**src/isa_pkg.sv**
```systemverilog
package isa_pkg;

    // Basic widths
    localparam int INSTR_WIDTH    = 32;
    localparam int REG_ADDR_WIDTH = 5;
    localparam int NUM_REGS       = 32;
    localparam int DATA_WIDTH     = 32;

    //////////////////////////////
    // Instruction field positions
    localparam int OPCODE_WIDTH    = 7;
    localparam int OPCODE_LSB      = 25;
    localparam int RD_LSB          = 20;
    localparam int RA_LSB          = 15;
    localparam int RB_LSB          = 10;
    localparam int IMM_LO_WIDTH    = 15;
    // Low offset of branch and jump in bits 9..0
    localparam int OFFSET_LO_WIDTH = 10;

    typedef enum logic [OPCODE_WIDTH-1:0] {
        OP_ADD   = 7'h00,
        OP_SUB   = 7'h01,
        OP_MUL   = 7'h02,
        OP_ADDI  = 7'h03,
        OP_LOAD  = 7'h10,
        OP_STORE = 7'h11,
        OP_BEQ   = 7'h30,
        OP_JUMP  = 7'h31,
        OP_NOP   = 7'h7F
    } opcode_t;

    // Decoded instruction class
    typedef enum logic [3:0] {
        R_TYPE,
        ADDI,
        LOAD,
        STORE,
        BRANCH,
        JUMP,
        MUL,
        NOP,
        ILLEGAL
    } instr_class_t;

endpackage

```
**src/dispatch_pkg.sv**
```systemverilog
package dispatch_pkg;

    localparam int ROB_ID_WIDTH = 4;
    localparam int PC_WIDTH     = 32;

    typedef logic [ROB_ID_WIDTH-1:0] rob_id_t;

    // Source operands with their pending producers
    typedef struct packed {
        logic [isa_pkg::DATA_WIDTH-1:0] ra_data;
        logic [isa_pkg::DATA_WIDTH-1:0] rb_data;
        rob_id_t                        ticket_src1;
        logic                           blocks_src1;
        rob_id_t                        ticket_src2;
        logic                           blocks_src2;
    } operands_t;

    //////////////////////////////
    // Requests to the execution units
    typedef struct packed {
        isa_pkg::opcode_t                   opcode;
        logic [isa_pkg::REG_ADDR_WIDTH-1:0] rd_addr;
        operands_t                          ops;
        logic [isa_pkg::DATA_WIDTH-1:0]     offset;
        rob_id_t                            rob_id;
        logic [PC_WIDTH-1:0]                pc;
        logic                               xcpt_illegal;
    } alu_req_t;

    typedef struct packed {
        logic [isa_pkg::REG_ADDR_WIDTH-1:0] rd_addr;
        operands_t                          ops;
        rob_id_t                            rob_id;
        logic [PC_WIDTH-1:0]                pc;
    } mul_req_t;

endpackage

```
**src/instr_decoder.sv**
```systemverilog
`timescale 1ns/1ps

module instr_decoder
(
    input  logic [isa_pkg::INSTR_WIDTH-1:0]    instr,

    output isa_pkg::opcode_t                   opcode,
    output isa_pkg::instr_class_t              instr_class,
    output logic [isa_pkg::REG_ADDR_WIDTH-1:0] rd_addr,
    output logic [isa_pkg::REG_ADDR_WIDTH-1:0] src1_addr,
    output logic [isa_pkg::REG_ADDR_WIDTH-1:0] src2_addr,
    output logic                               uses_src1,
    output logic                               uses_src2,
    output logic                               writes_rd,
    output logic [isa_pkg::DATA_WIDTH-1:0]     imm
);

typedef logic [isa_pkg::DATA_WIDTH-1:0] word_t;

logic [isa_pkg::REG_ADDR_WIDTH-1:0]  ra_field;
logic [isa_pkg::REG_ADDR_WIDTH-1:0]  rb_field;
logic [isa_pkg::IMM_LO_WIDTH-1:0]    imm_lo;
logic [isa_pkg::OFFSET_LO_WIDTH-1:0] offset_lo;
logic                                is_store;

//////////////////////////////
// Field extraction
assign opcode    = isa_pkg::opcode_t'(instr[isa_pkg::OPCODE_LSB +: isa_pkg::OPCODE_WIDTH]);
assign rd_addr   = instr[isa_pkg::RD_LSB +: isa_pkg::REG_ADDR_WIDTH];
assign ra_field  = instr[isa_pkg::RA_LSB +: isa_pkg::REG_ADDR_WIDTH];
assign rb_field  = instr[isa_pkg::RB_LSB +: isa_pkg::REG_ADDR_WIDTH];
assign imm_lo    = instr[isa_pkg::IMM_LO_WIDTH-1:0];
assign offset_lo = instr[isa_pkg::OFFSET_LO_WIDTH-1:0];

always_comb
begin
    unique case (opcode)
        isa_pkg::OP_ADD,
        isa_pkg::OP_SUB:   instr_class = isa_pkg::R_TYPE;
        isa_pkg::OP_MUL:   instr_class = isa_pkg::MUL;
        isa_pkg::OP_ADDI:  instr_class = isa_pkg::ADDI;
        isa_pkg::OP_LOAD:  instr_class = isa_pkg::LOAD;
        isa_pkg::OP_STORE: instr_class = isa_pkg::STORE;
        isa_pkg::OP_BEQ:   instr_class = isa_pkg::BRANCH;
        isa_pkg::OP_JUMP:  instr_class = isa_pkg::JUMP;
        isa_pkg::OP_NOP:   instr_class = isa_pkg::NOP;
        default:           instr_class = isa_pkg::ILLEGAL;
    endcase
end

// Store reads the value to write through the rd field
assign is_store  = (instr_class == isa_pkg::STORE);
assign src1_addr = ra_field;
assign src2_addr = is_store ? rd_addr : rb_field;

assign uses_src1 = instr_class inside {isa_pkg::R_TYPE, isa_pkg::MUL, isa_pkg::ADDI,
                                       isa_pkg::LOAD, isa_pkg::STORE, isa_pkg::BRANCH};
assign uses_src2 = instr_class inside {isa_pkg::R_TYPE, isa_pkg::MUL, isa_pkg::STORE,
                                       isa_pkg::BRANCH};
assign writes_rd = instr_class inside {isa_pkg::R_TYPE, isa_pkg::ADDI, isa_pkg::MUL,
                                       isa_pkg::LOAD};

//////////////////////////////
// Immediates are always zero-extended
always_comb
begin
    case (instr_class)
        isa_pkg::BRANCH: imm = word_t'({rd_addr, offset_lo});
        isa_pkg::JUMP:   imm = word_t'({rd_addr, ra_field, offset_lo});
        default:         imm = word_t'(imm_lo);
    endcase
end

endmodule

```
**src/reg_file.sv**
```systemverilog
`timescale 1ns/1ps

module reg_file
(
    input  logic                               clock,
    input  logic                               rst,

    input  logic [isa_pkg::REG_ADDR_WIDTH-1:0] rd_addr_a,
    input  logic [isa_pkg::REG_ADDR_WIDTH-1:0] rd_addr_b,
    output logic [isa_pkg::DATA_WIDTH-1:0]     rd_data_a,
    output logic [isa_pkg::DATA_WIDTH-1:0]     rd_data_b,

    input  logic                               wb_valid,
    input  logic [isa_pkg::REG_ADDR_WIDTH-1:0] wb_addr,
    input  logic [isa_pkg::DATA_WIDTH-1:0]     wb_data
);

logic [isa_pkg::DATA_WIDTH-1:0] regs [isa_pkg::NUM_REGS];

always_ff @(posedge clock)
begin
    if (rst)
    begin
        for (int i = 0; i < isa_pkg::NUM_REGS; i++)
            regs[i] <= '0;
    end
    else if (wb_valid)
    begin
        regs[wb_addr] <= wb_data;
    end
end

// Same-cycle bypass from write-back
assign rd_data_a = (wb_valid && (wb_addr == rd_addr_a)) ? wb_data : regs[rd_addr_a];
assign rd_data_b = (wb_valid && (wb_addr == rd_addr_b)) ? wb_data : regs[rd_addr_b];

endmodule

```
**src/scoreboard.sv**
```systemverilog
`timescale 1ns/1ps

module scoreboard
(
    input  logic                               clock,
    input  logic                               rst,

    // Instruction being issued
    input  logic                               issue,
    input  logic [isa_pkg::REG_ADDR_WIDTH-1:0] dest_addr,
    input  logic                               writes_rd,
    input  logic [isa_pkg::REG_ADDR_WIDTH-1:0] src1_addr,
    input  logic [isa_pkg::REG_ADDR_WIDTH-1:0] src2_addr,
    input  logic                               uses_src1,
    input  logic                               uses_src2,

    // Write-back
    input  logic                               wb_valid,
    input  logic [isa_pkg::REG_ADDR_WIDTH-1:0] wb_addr,
    input  dispatch_pkg::rob_id_t              wb_rob_id,

    output dispatch_pkg::rob_id_t              rob_id,
    output dispatch_pkg::rob_id_t              ticket_src1,
    output logic                               blocks_src1,
    output dispatch_pkg::rob_id_t              ticket_src2,
    output logic                               blocks_src2
);

logic [isa_pkg::NUM_REGS-1:0] blocked;
dispatch_pkg::rob_id_t        tickets [isa_pkg::NUM_REGS];
dispatch_pkg::rob_id_t        tail;
logic                         release_wb;

// Only the producer holding the ticket may clear the block
assign release_wb = wb_valid && blocked[wb_addr] && (tickets[wb_addr] == wb_rob_id);

always_ff @(posedge clock)
begin
    if (rst)
    begin
        tail    <= '0;
        blocked <= '0;
        for (int i = 0; i < isa_pkg::NUM_REGS; i++)
            tickets[i] <= '0;
    end
    else
    begin
        if (release_wb)
            blocked[wb_addr] <= 1'b0;
        // Mark comes last so it wins over a release of the same register
        if (issue)
        begin
            tail <= tail + 1'b1;
            if (writes_rd)
            begin
                blocked[dest_addr] <= 1'b1;
                tickets[dest_addr] <= tail;
            end
        end
    end
end

//////////////////////////////
// Source lookup
assign rob_id      = tail;
assign ticket_src1 = uses_src1 ? tickets[src1_addr] : '0;
assign ticket_src2 = uses_src2 ? tickets[src2_addr] : '0;
assign blocks_src1 = uses_src1 && blocked[src1_addr] && !(release_wb && (wb_addr == src1_addr));
assign blocks_src2 = uses_src2 && blocked[src2_addr] && !(release_wb && (wb_addr == src2_addr));

// An issue must come with a decoded instruction behind it
assert property (@(posedge clock) disable iff (rst)
    issue |-> !$isunknown({writes_rd, dest_addr}))
    else $error("scoreboard: issue without a valid decoded instruction");

endmodule

```
**src/issue_ctrl.sv**
```systemverilog
`timescale 1ns/1ps

module issue_ctrl
#(
    parameter int ALU_CREDITS = 2,
    parameter int MUL_CREDITS = 2
)
(
    input  logic                                 clock,
    input  logic                                 rst,

    input  logic                                 fetch_valid,
    input  logic [dispatch_pkg::PC_WIDTH-1:0]    fetch_pc,
    output logic                                 fetch_ready,

    // Decoded instruction and operands
    input  isa_pkg::opcode_t                     opcode,
    input  isa_pkg::instr_class_t                instr_class,
    input  logic [isa_pkg::REG_ADDR_WIDTH-1:0]   rd_addr,
    input  logic [isa_pkg::DATA_WIDTH-1:0]       imm,
    input  logic [isa_pkg::DATA_WIDTH-1:0]       ra_data,
    input  logic [isa_pkg::DATA_WIDTH-1:0]       rb_data,
    input  dispatch_pkg::rob_id_t                ticket_src1,
    input  logic                                 blocks_src1,
    input  dispatch_pkg::rob_id_t                ticket_src2,
    input  logic                                 blocks_src2,
    input  dispatch_pkg::rob_id_t                rob_id,

    input  logic                                 alu_credit_return,
    input  logic                                 mul_credit_return,

    output logic                                 issue,
    output logic                                 alu_load,
    output dispatch_pkg::alu_req_t               alu_payload,
    output logic                                 mul_load,
    output dispatch_pkg::mul_req_t               mul_payload
);

localparam int MAX_CREDITS = (ALU_CREDITS > MUL_CREDITS) ? ALU_CREDITS : MUL_CREDITS;
localparam int CNT_WIDTH   = $clog2(MAX_CREDITS + 1);

typedef logic [CNT_WIDTH-1:0] cnt_t;

cnt_t                    alu_cnt;
cnt_t                    mul_cnt;
logic                    to_mul;
dispatch_pkg::operands_t ops;

// Net change of one counter for a cycle
function automatic cnt_t credit_next(cnt_t cnt, logic take, logic give);
    case ({take, give})
        2'b10:   credit_next = cnt - 1'b1;
        2'b01:   credit_next = cnt + 1'b1;
        default: credit_next = cnt;
    endcase
endfunction

//////////////////////////////
// Target and flow control
assign to_mul      = (instr_class == isa_pkg::MUL);
assign fetch_ready = to_mul ? (mul_cnt != '0) : (alu_cnt != '0);
assign issue       = fetch_valid && fetch_ready;
assign alu_load    = issue && !to_mul;
assign mul_load    = issue && to_mul;

always_ff @(posedge clock)
begin
    if (rst)
    begin
        alu_cnt <= cnt_t'(ALU_CREDITS);
        mul_cnt <= cnt_t'(MUL_CREDITS);
    end
    else
    begin
        alu_cnt <= credit_next(alu_cnt, alu_load, alu_credit_return);
        mul_cnt <= credit_next(mul_cnt, mul_load, mul_credit_return);
    end
end

//////////////////////////////
// Request payloads
always_comb
begin
    ops.ra_data     = ra_data;
    ops.rb_data     = rb_data;
    ops.ticket_src1 = ticket_src1;
    ops.blocks_src1 = blocks_src1;
    ops.ticket_src2 = ticket_src2;
    ops.blocks_src2 = blocks_src2;

    alu_payload.opcode       = opcode;
    alu_payload.rd_addr      = rd_addr;
    alu_payload.ops          = ops;
    alu_payload.offset       = imm;
    alu_payload.rob_id       = rob_id;
    alu_payload.pc           = fetch_pc;
    alu_payload.xcpt_illegal = (instr_class == isa_pkg::ILLEGAL);

    mul_payload.rd_addr = rd_addr;
    mul_payload.ops     = ops;
    mul_payload.rob_id  = rob_id;
    mul_payload.pc      = fetch_pc;
end

// Units must never hand back more credits than were taken
assert property (@(posedge clock) disable iff (rst)
    (alu_credit_return && !alu_load) |-> (alu_cnt < ALU_CREDITS))
    else $error("issue_ctrl: ALU credit overflow");
assert property (@(posedge clock) disable iff (rst)
    (mul_credit_return && !mul_load) |-> (mul_cnt < MUL_CREDITS))
    else $error("issue_ctrl: MUL credit overflow");

endmodule

```
**src/dispatch_reg.sv**
```systemverilog
`timescale 1ns/1ps

module dispatch_reg
#(
    parameter type payload_t = logic
)
(
    input  logic     clock,
    input  logic     rst,

    input  logic     load,
    input  payload_t payload_in,

    output logic     req_valid,
    output payload_t req
);

// Valid lasts exactly one cycle per load
always_ff @(posedge clock)
begin
    if (rst)
        req_valid <= 1'b0;
    else
        req_valid <= load;
end

always_ff @(posedge clock)
begin
    if (load)
        req <= payload_in;
end

endmodule

```
**src/decode_stage_top.sv**
```systemverilog
`timescale 1ns/1ps

module decode_stage_top
#(
    parameter int ALU_CREDITS = 2,
    parameter int MUL_CREDITS = 2
)
(
    input  logic                               clock,
    input  logic                               rst,

    // Fetch
    input  logic                               fetch_valid,
    input  logic [isa_pkg::INSTR_WIDTH-1:0]    fetch_instr,
    input  logic [dispatch_pkg::PC_WIDTH-1:0]  fetch_pc,
    output logic                               fetch_ready,

    // Write-back
    input  logic                               wb_valid,
    input  logic [isa_pkg::REG_ADDR_WIDTH-1:0] wb_addr,
    input  logic [isa_pkg::DATA_WIDTH-1:0]     wb_data,
    input  dispatch_pkg::rob_id_t              wb_rob_id,

    input  logic                               alu_credit_return,
    input  logic                               mul_credit_return,

    output logic                               alu_req_valid,
    output dispatch_pkg::alu_req_t             alu_req,
    output logic                               mul_req_valid,
    output dispatch_pkg::mul_req_t             mul_req
);

isa_pkg::opcode_t                   opcode;
isa_pkg::instr_class_t              instr_class;
logic [isa_pkg::REG_ADDR_WIDTH-1:0] rd_addr;
logic [isa_pkg::REG_ADDR_WIDTH-1:0] src1_addr;
logic [isa_pkg::REG_ADDR_WIDTH-1:0] src2_addr;
logic                               uses_src1;
logic                               uses_src2;
logic                               writes_rd;
logic [isa_pkg::DATA_WIDTH-1:0]     imm;
logic [isa_pkg::DATA_WIDTH-1:0]     ra_data;
logic [isa_pkg::DATA_WIDTH-1:0]     rb_data;
dispatch_pkg::rob_id_t              rob_id;
dispatch_pkg::rob_id_t              ticket_src1;
dispatch_pkg::rob_id_t              ticket_src2;
logic                               blocks_src1;
logic                               blocks_src2;
logic                               issue;
logic                               alu_load;
logic                               mul_load;
dispatch_pkg::alu_req_t             alu_payload;
dispatch_pkg::mul_req_t             mul_payload;

//////////////////////////////
// Decode
instr_decoder decoder0
(
    .instr       ( fetch_instr ),
    .opcode      ( opcode      ),
    .instr_class ( instr_class ),
    .rd_addr     ( rd_addr     ),
    .src1_addr   ( src1_addr   ),
    .src2_addr   ( src2_addr   ),
    .uses_src1   ( uses_src1   ),
    .uses_src2   ( uses_src2   ),
    .writes_rd   ( writes_rd   ),
    .imm         ( imm         )
);

//////////////////////////////
// Result side
reg_file regs0
(
    .clock     ( clock     ),
    .rst       ( rst       ),
    .rd_addr_a ( src1_addr ),
    .rd_addr_b ( src2_addr ),
    .rd_data_a ( ra_data   ),
    .rd_data_b ( rb_data   ),
    .wb_valid  ( wb_valid  ),
    .wb_addr   ( wb_addr   ),
    .wb_data   ( wb_data   )
);

scoreboard sb0
(
    .clock       ( clock       ),
    .rst         ( rst         ),
    .issue       ( issue       ),
    .dest_addr   ( rd_addr     ),
    .writes_rd   ( writes_rd   ),
    .src1_addr   ( src1_addr   ),
    .src2_addr   ( src2_addr   ),
    .uses_src1   ( uses_src1   ),
    .uses_src2   ( uses_src2   ),
    .wb_valid    ( wb_valid    ),
    .wb_addr     ( wb_addr     ),
    .wb_rob_id   ( wb_rob_id   ),
    .rob_id      ( rob_id      ),
    .ticket_src1 ( ticket_src1 ),
    .blocks_src1 ( blocks_src1 ),
    .ticket_src2 ( ticket_src2 ),
    .blocks_src2 ( blocks_src2 )
);

//////////////////////////////
// Issue towards execute
issue_ctrl
#(
    .ALU_CREDITS ( ALU_CREDITS ),
    .MUL_CREDITS ( MUL_CREDITS )
)
issue0
(
    .clock             ( clock             ),
    .rst               ( rst               ),
    .fetch_valid       ( fetch_valid       ),
    .fetch_pc          ( fetch_pc          ),
    .fetch_ready       ( fetch_ready       ),
    .opcode            ( opcode            ),
    .instr_class       ( instr_class       ),
    .rd_addr           ( rd_addr           ),
    .imm               ( imm               ),
    .ra_data           ( ra_data           ),
    .rb_data           ( rb_data           ),
    .ticket_src1       ( ticket_src1       ),
    .blocks_src1       ( blocks_src1       ),
    .ticket_src2       ( ticket_src2       ),
    .blocks_src2       ( blocks_src2       ),
    .rob_id            ( rob_id            ),
    .alu_credit_return ( alu_credit_return ),
    .mul_credit_return ( mul_credit_return ),
    .issue             ( issue             ),
    .alu_load          ( alu_load          ),
    .alu_payload       ( alu_payload       ),
    .mul_load          ( mul_load          ),
    .mul_payload       ( mul_payload       )
);

dispatch_reg #(.payload_t(dispatch_pkg::alu_req_t)) alu_dispatch0
(
    .clock      ( clock         ),
    .rst        ( rst           ),
    .load       ( alu_load      ),
    .payload_in ( alu_payload   ),
    .req_valid  ( alu_req_valid ),
    .req        ( alu_req       )
);

dispatch_reg #(.payload_t(dispatch_pkg::mul_req_t)) mul_dispatch0
(
    .clock      ( clock         ),
    .rst        ( rst           ),
    .load       ( mul_load      ),
    .payload_in ( mul_payload   ),
    .req_valid  ( mul_req_valid ),
    .req        ( mul_req       )
);

endmodule

```
**config.mk**
```make
export PLATFORM = sky130hd
export DESIGN_NAME = decode_stage_top
export DESIGN_NICKNAME = d
export VERILOG_FILES = /design/src/isa_pkg.sv /design/src/dispatch_pkg.sv /design/src/instr_decoder.sv /design/src/reg_file.sv /design/src/scoreboard.sv /design/src/issue_ctrl.sv /design/src/dispatch_reg.sv /design/src/decode_stage_top.sv
export SDC_FILE = /design/constraint.sdc
export NUM_CORES = 2
export LEC_CHECK = 0
export BUFFER_PORTS_ARGS = -buffer_cell sky130_fd_sc_hd__buf_2
export CORE_MARGIN = 2
export CORE_UTILIZATION = 40
export DETAILED_ROUTE_END_ITERATION = 10
export PLACE_DENSITY_LB_ADDON = 0.12
export SLEW_MARGIN = 15
export SYNTH_ARGS = -nofsm -noshare
export SYNTH_HDL_FRONTEND = slang
export SYNTH_HIERARCHICAL = 1
export SYNTH_SLANG_ARGS = --single-unit
```
**constraint.sdc**
```tcl
create_clock -name clock -period 5.2 [get_ports clock]
set_input_delay 0.26 -clock clock [delete_from_list [all_inputs] [get_ports clock]]
set_output_delay 0.26 -clock clock [all_outputs]
set_load 0.01 [all_outputs]
```
==> impl_metrics.csv <==
group,metric,value,unit
run_status,status,"finished clean",
sta,setup_viol_count_final,0,
power_and_ir_drop,p_leak,30.5,nW
clock_tree,cts_tree,"yes",
clock_tree,numCtsBuffers,170,
die,die_area,199000,um^2
die,io_pins,384,
power_and_ir_drop,p_seq_frac,0.481,
die,die-height,446,um
clock_tree,clockBufferDepth,3,
setup_path,crit_end,"alu_dispatch0/req[101]",
synth,synthCells,5598,
sta,period_needed,4.18,ns
setup_path,path_class,"in2reg",
route,drc,0,
setup_path,worstPathRequired,5.77,ns
clock_tree,root_buffer,"clkbuf_16",
sta,clock_skew,0.0349,ns
setup_path,arrival,4.75,ns
route,wl_met1,115000,um
power_and_ir_drop,p_int,21.7,mW
route,firstDrtPassIters,6,
setup_path,worstSetupStartpointType,"input pin",
synth,yosys-top-cells-count,"1422 x edfxtp_1, 1129 x and2_1, 377 x mux4_2, 353 x buf_4, 276 x mux2i_1",
power_and_ir_drop,comb_power_share,0.114,
route,drt_iter0_drc,5662,
die,initial_core_util,0.402,
sta,max_slew_margin,0.153,
place,place_area,80200,um^2
global_routing,grtUsageTotal,0.276,
synth,synth.most_common_cell,"edfxtp_1",
power_and_ir_drop,powerDensity,338,nW/um^2
setup_path,rr_worst_depth,8,
synth,syn_area_per_cell,14.0,um^2
final_layout,fin_area,86300,um^2
die,num_rows,162,
clock_tree,cts_sinks,1464,
route,wl_per_cell,33.5,um
setup_path,r2r_start,"sb0/tickets[20][2]",
route,highest_layer,"met4",
setup_path,crit_fanout,44,
global_routing,antenna_found_initial,22,
hold_path,holdPathStages,3,
route,via_per_inst,5.97,
route,drtAntennaViolNets,0,
route,routed_wl,277000,um
final_layout,instances_no_fill,8280,
synth,syn_area,78100,um^2
final_layout,nets,5702,
power_and_ir_drop,swShare,0.256,
route,dr_total_vias,49500,
power_and_ir_drop,clkPwrFrac,0.405,
die,coreArea,194000,um^2
synth,synth.yosys.seq_area_share,0.558,
sta,timing.fmax,239,MHz
setup_path,reg2reg_slack,1.71,ns
synth,yosysUniqueCellTypes,86,
global_routing,grt_pass1_wl,388000,um
synth,synth_top_area_frac,0.547,
clock_tree,clkTransAtPathRegs,0.06,ns
synth,synth-main-ff-cell,"edfxtp_1",
sta,finalHoldViolCount,0,
hold_path,hold_class,"in2reg",
power_and_ir_drop,ir_drop,332,uV
clock_tree,htreeDepth,4,
synth,synthArstFlopShare,0,
place,port_buffers,383,
global_routing,grt_start_max_net_pins,81,
synth,synth_edf_count,1422,
route,dr_wl_met3,20000,um
setup_path,critPathLaunch,"fetch_instr[27]",
sta,worst_pin_slew,1.26,ns
clock_tree,worstSkewPairLatency,0.85,ns
sta,finalCritPeriodShare,0.804,
power_and_ir_drop,power_switching,7.48,mW
run,max-cap-violations,0,
setup_path,end_kind,"register",
final_layout,drive_gt1_frac,0.272,
sta,fin_setup_tns,0,ns
global_routing,grt_pass1_vias,48900,
synth,yosys-top-cells-area,"edfxtp_1 55%, mux4_2 11%, and2_1 9.0%, mux2_2 3.9%, mux2i_1 3.5%",
place,hpwl,175000,um
global_routing,grt-ovfl-total,0,
place,dp.cells,7896,
setup_path,reg2reg_to,"sb0/blocked[5]",
synth,yosys.area.top_type,"edfxtp_1",
synth,synth_seq_cells,1464,
sta,rsz0062_at_grt,"false",
final_layout,final_core_util,0.444,
route,wl_met2,135000,um
sta,slew_viol_final,0,
place,gp_congestion,0.881,
final_layout,area_growth,10.5,%
die,die_w,446,um
sta,whs,0.0522,ns
synth,ys_warn_count,6,
[worst min path at each step]
| stage | end | startpoint |
|---|---|---|
| 2_1_floorplan | alu_dispatch0/req_valid | rst |
| 5_1_grt | sb0/rob_id[1] | rst |
| 3_5_place_dp | alu_dispatch0/req[40] | fetch_instr[3] |
| 6_report | sb0/rob_id[0] | rst |
| 3_3_place_gp | alu_dispatch0/req[40] | fetch_instr[3] |
| 4_1_cts | sb0/rob_id[0] | rst |
[per-stage QoR]
step | setup slack (ns) | total power [mW]
2_1_floorplan | 0.112 | 16.4
3_3_place_gp | 0.796 | 17.5
6_report | 1.02 | 29.2
3_5_place_dp | 0.822 | 17.5
4_1_cts | 1.16 | 29.4
5_1_grt | 0.821 | 30.0
[flip-flops by register name, summed over array words and instances, names as in the netlist]
signal / count
alu_dispatch0/req_valid: 1
mul_dispatch0/req: 115
alu_dispatch0/req: 155
sb0/tickets: 128
issue0/mul_cnt: 2
regs0/regs: 1024
sb0/blocked: 32
issue0/alu_cnt: 2
mul_dispatch0/req_valid: 1
sb0/rob_id: 4
[worst max-delay path: stages]
cell and delay, ns:
dlygate4sd3_1 0.55, buf_2 0.14, nor3_1 0.37, nand4b_1 0.51
mux2_8 0.83, nor2b_2 0.74, buf_4 0.38, a22oi_1 0.10
nand3_1 0.17, o311a_1 0.41, o31ai_1 0.15
[power by group through the flow]
stage                     logic, mW  clock network, mW  registers, mW
after global placement         3.26                  0           14.3
after global routing           3.47               12.4           14.1
after floorplan                2.21                  0           14.2
after CTS                      3.31               12.0           14.1
final                          3.33               11.8           14.1
after detailed placement       3.26                  0           14.3
[metal layers]
layer	vias to the layer above	global-route usage
met2	2212	0.454
met1	26000	0.376
met5	-	0
met4	0	0.0801
li1	20800	-
met3	425	0.0434
[area by class of cell]
type	instances	area, um^2
Clock inverter	95	905
Timing Repair Buffer	616	4150
Fill cell	17200	108000
Clock buffer	213	4500
Multi-Input combinational cell	3296	29800
Tap cell	2542	3180
Antenna cell	14	35.0
Sequential cell	1464	43500
Inverter	40	160
[placed cells by master, fill, tap and decap left out, types with 25 or more instances in the layout]
master	Yosys	final
a21oi_1	36	36
clkinv_2	0	25
edfxtp_1	1422	1422
mux4_2	377	377
or2_2	33	33
a31oi_1	32	32
or3_1	29	27
mux2_2	271	267
clkbuf_1	273	38
nor2_1	118	84
nor3_1	40	40
buf_2	111	379
and2_1	1129	1129
o22ai_1	150	150
inv_1	38	36
clkinv_1	1	38
nand3_1	29	29
nand2_1	152	152
dlygate4sd3_1	0	62
nor2b_1	71	69
dfxtp_1	42	38
a211oi_1	45	45
mux2i_1	276	276
clkbuf_16	0	173
a22oi_1	138	138
buf_4	353	148
[cell families after synthesis]
kind of cell	synth area share
xor gates and xnor gates	0.00314
and+or+nand+nor	0.133
buffers and inverters	0.0644
other	0.0000480
AOI/OAI and AO/OA	0.0547
muxes	0.187
adders and majority gates	0.000481
DFF	0.558
[what timing repair did]
action,CTS,global route
endpoints found under the hold margin,105,0
setup endpoints to repair,0,0
hold buffers,62,0
setup buffers,0,0
gates resized for setup,0,0
Power figures use the tool's default switching activity.
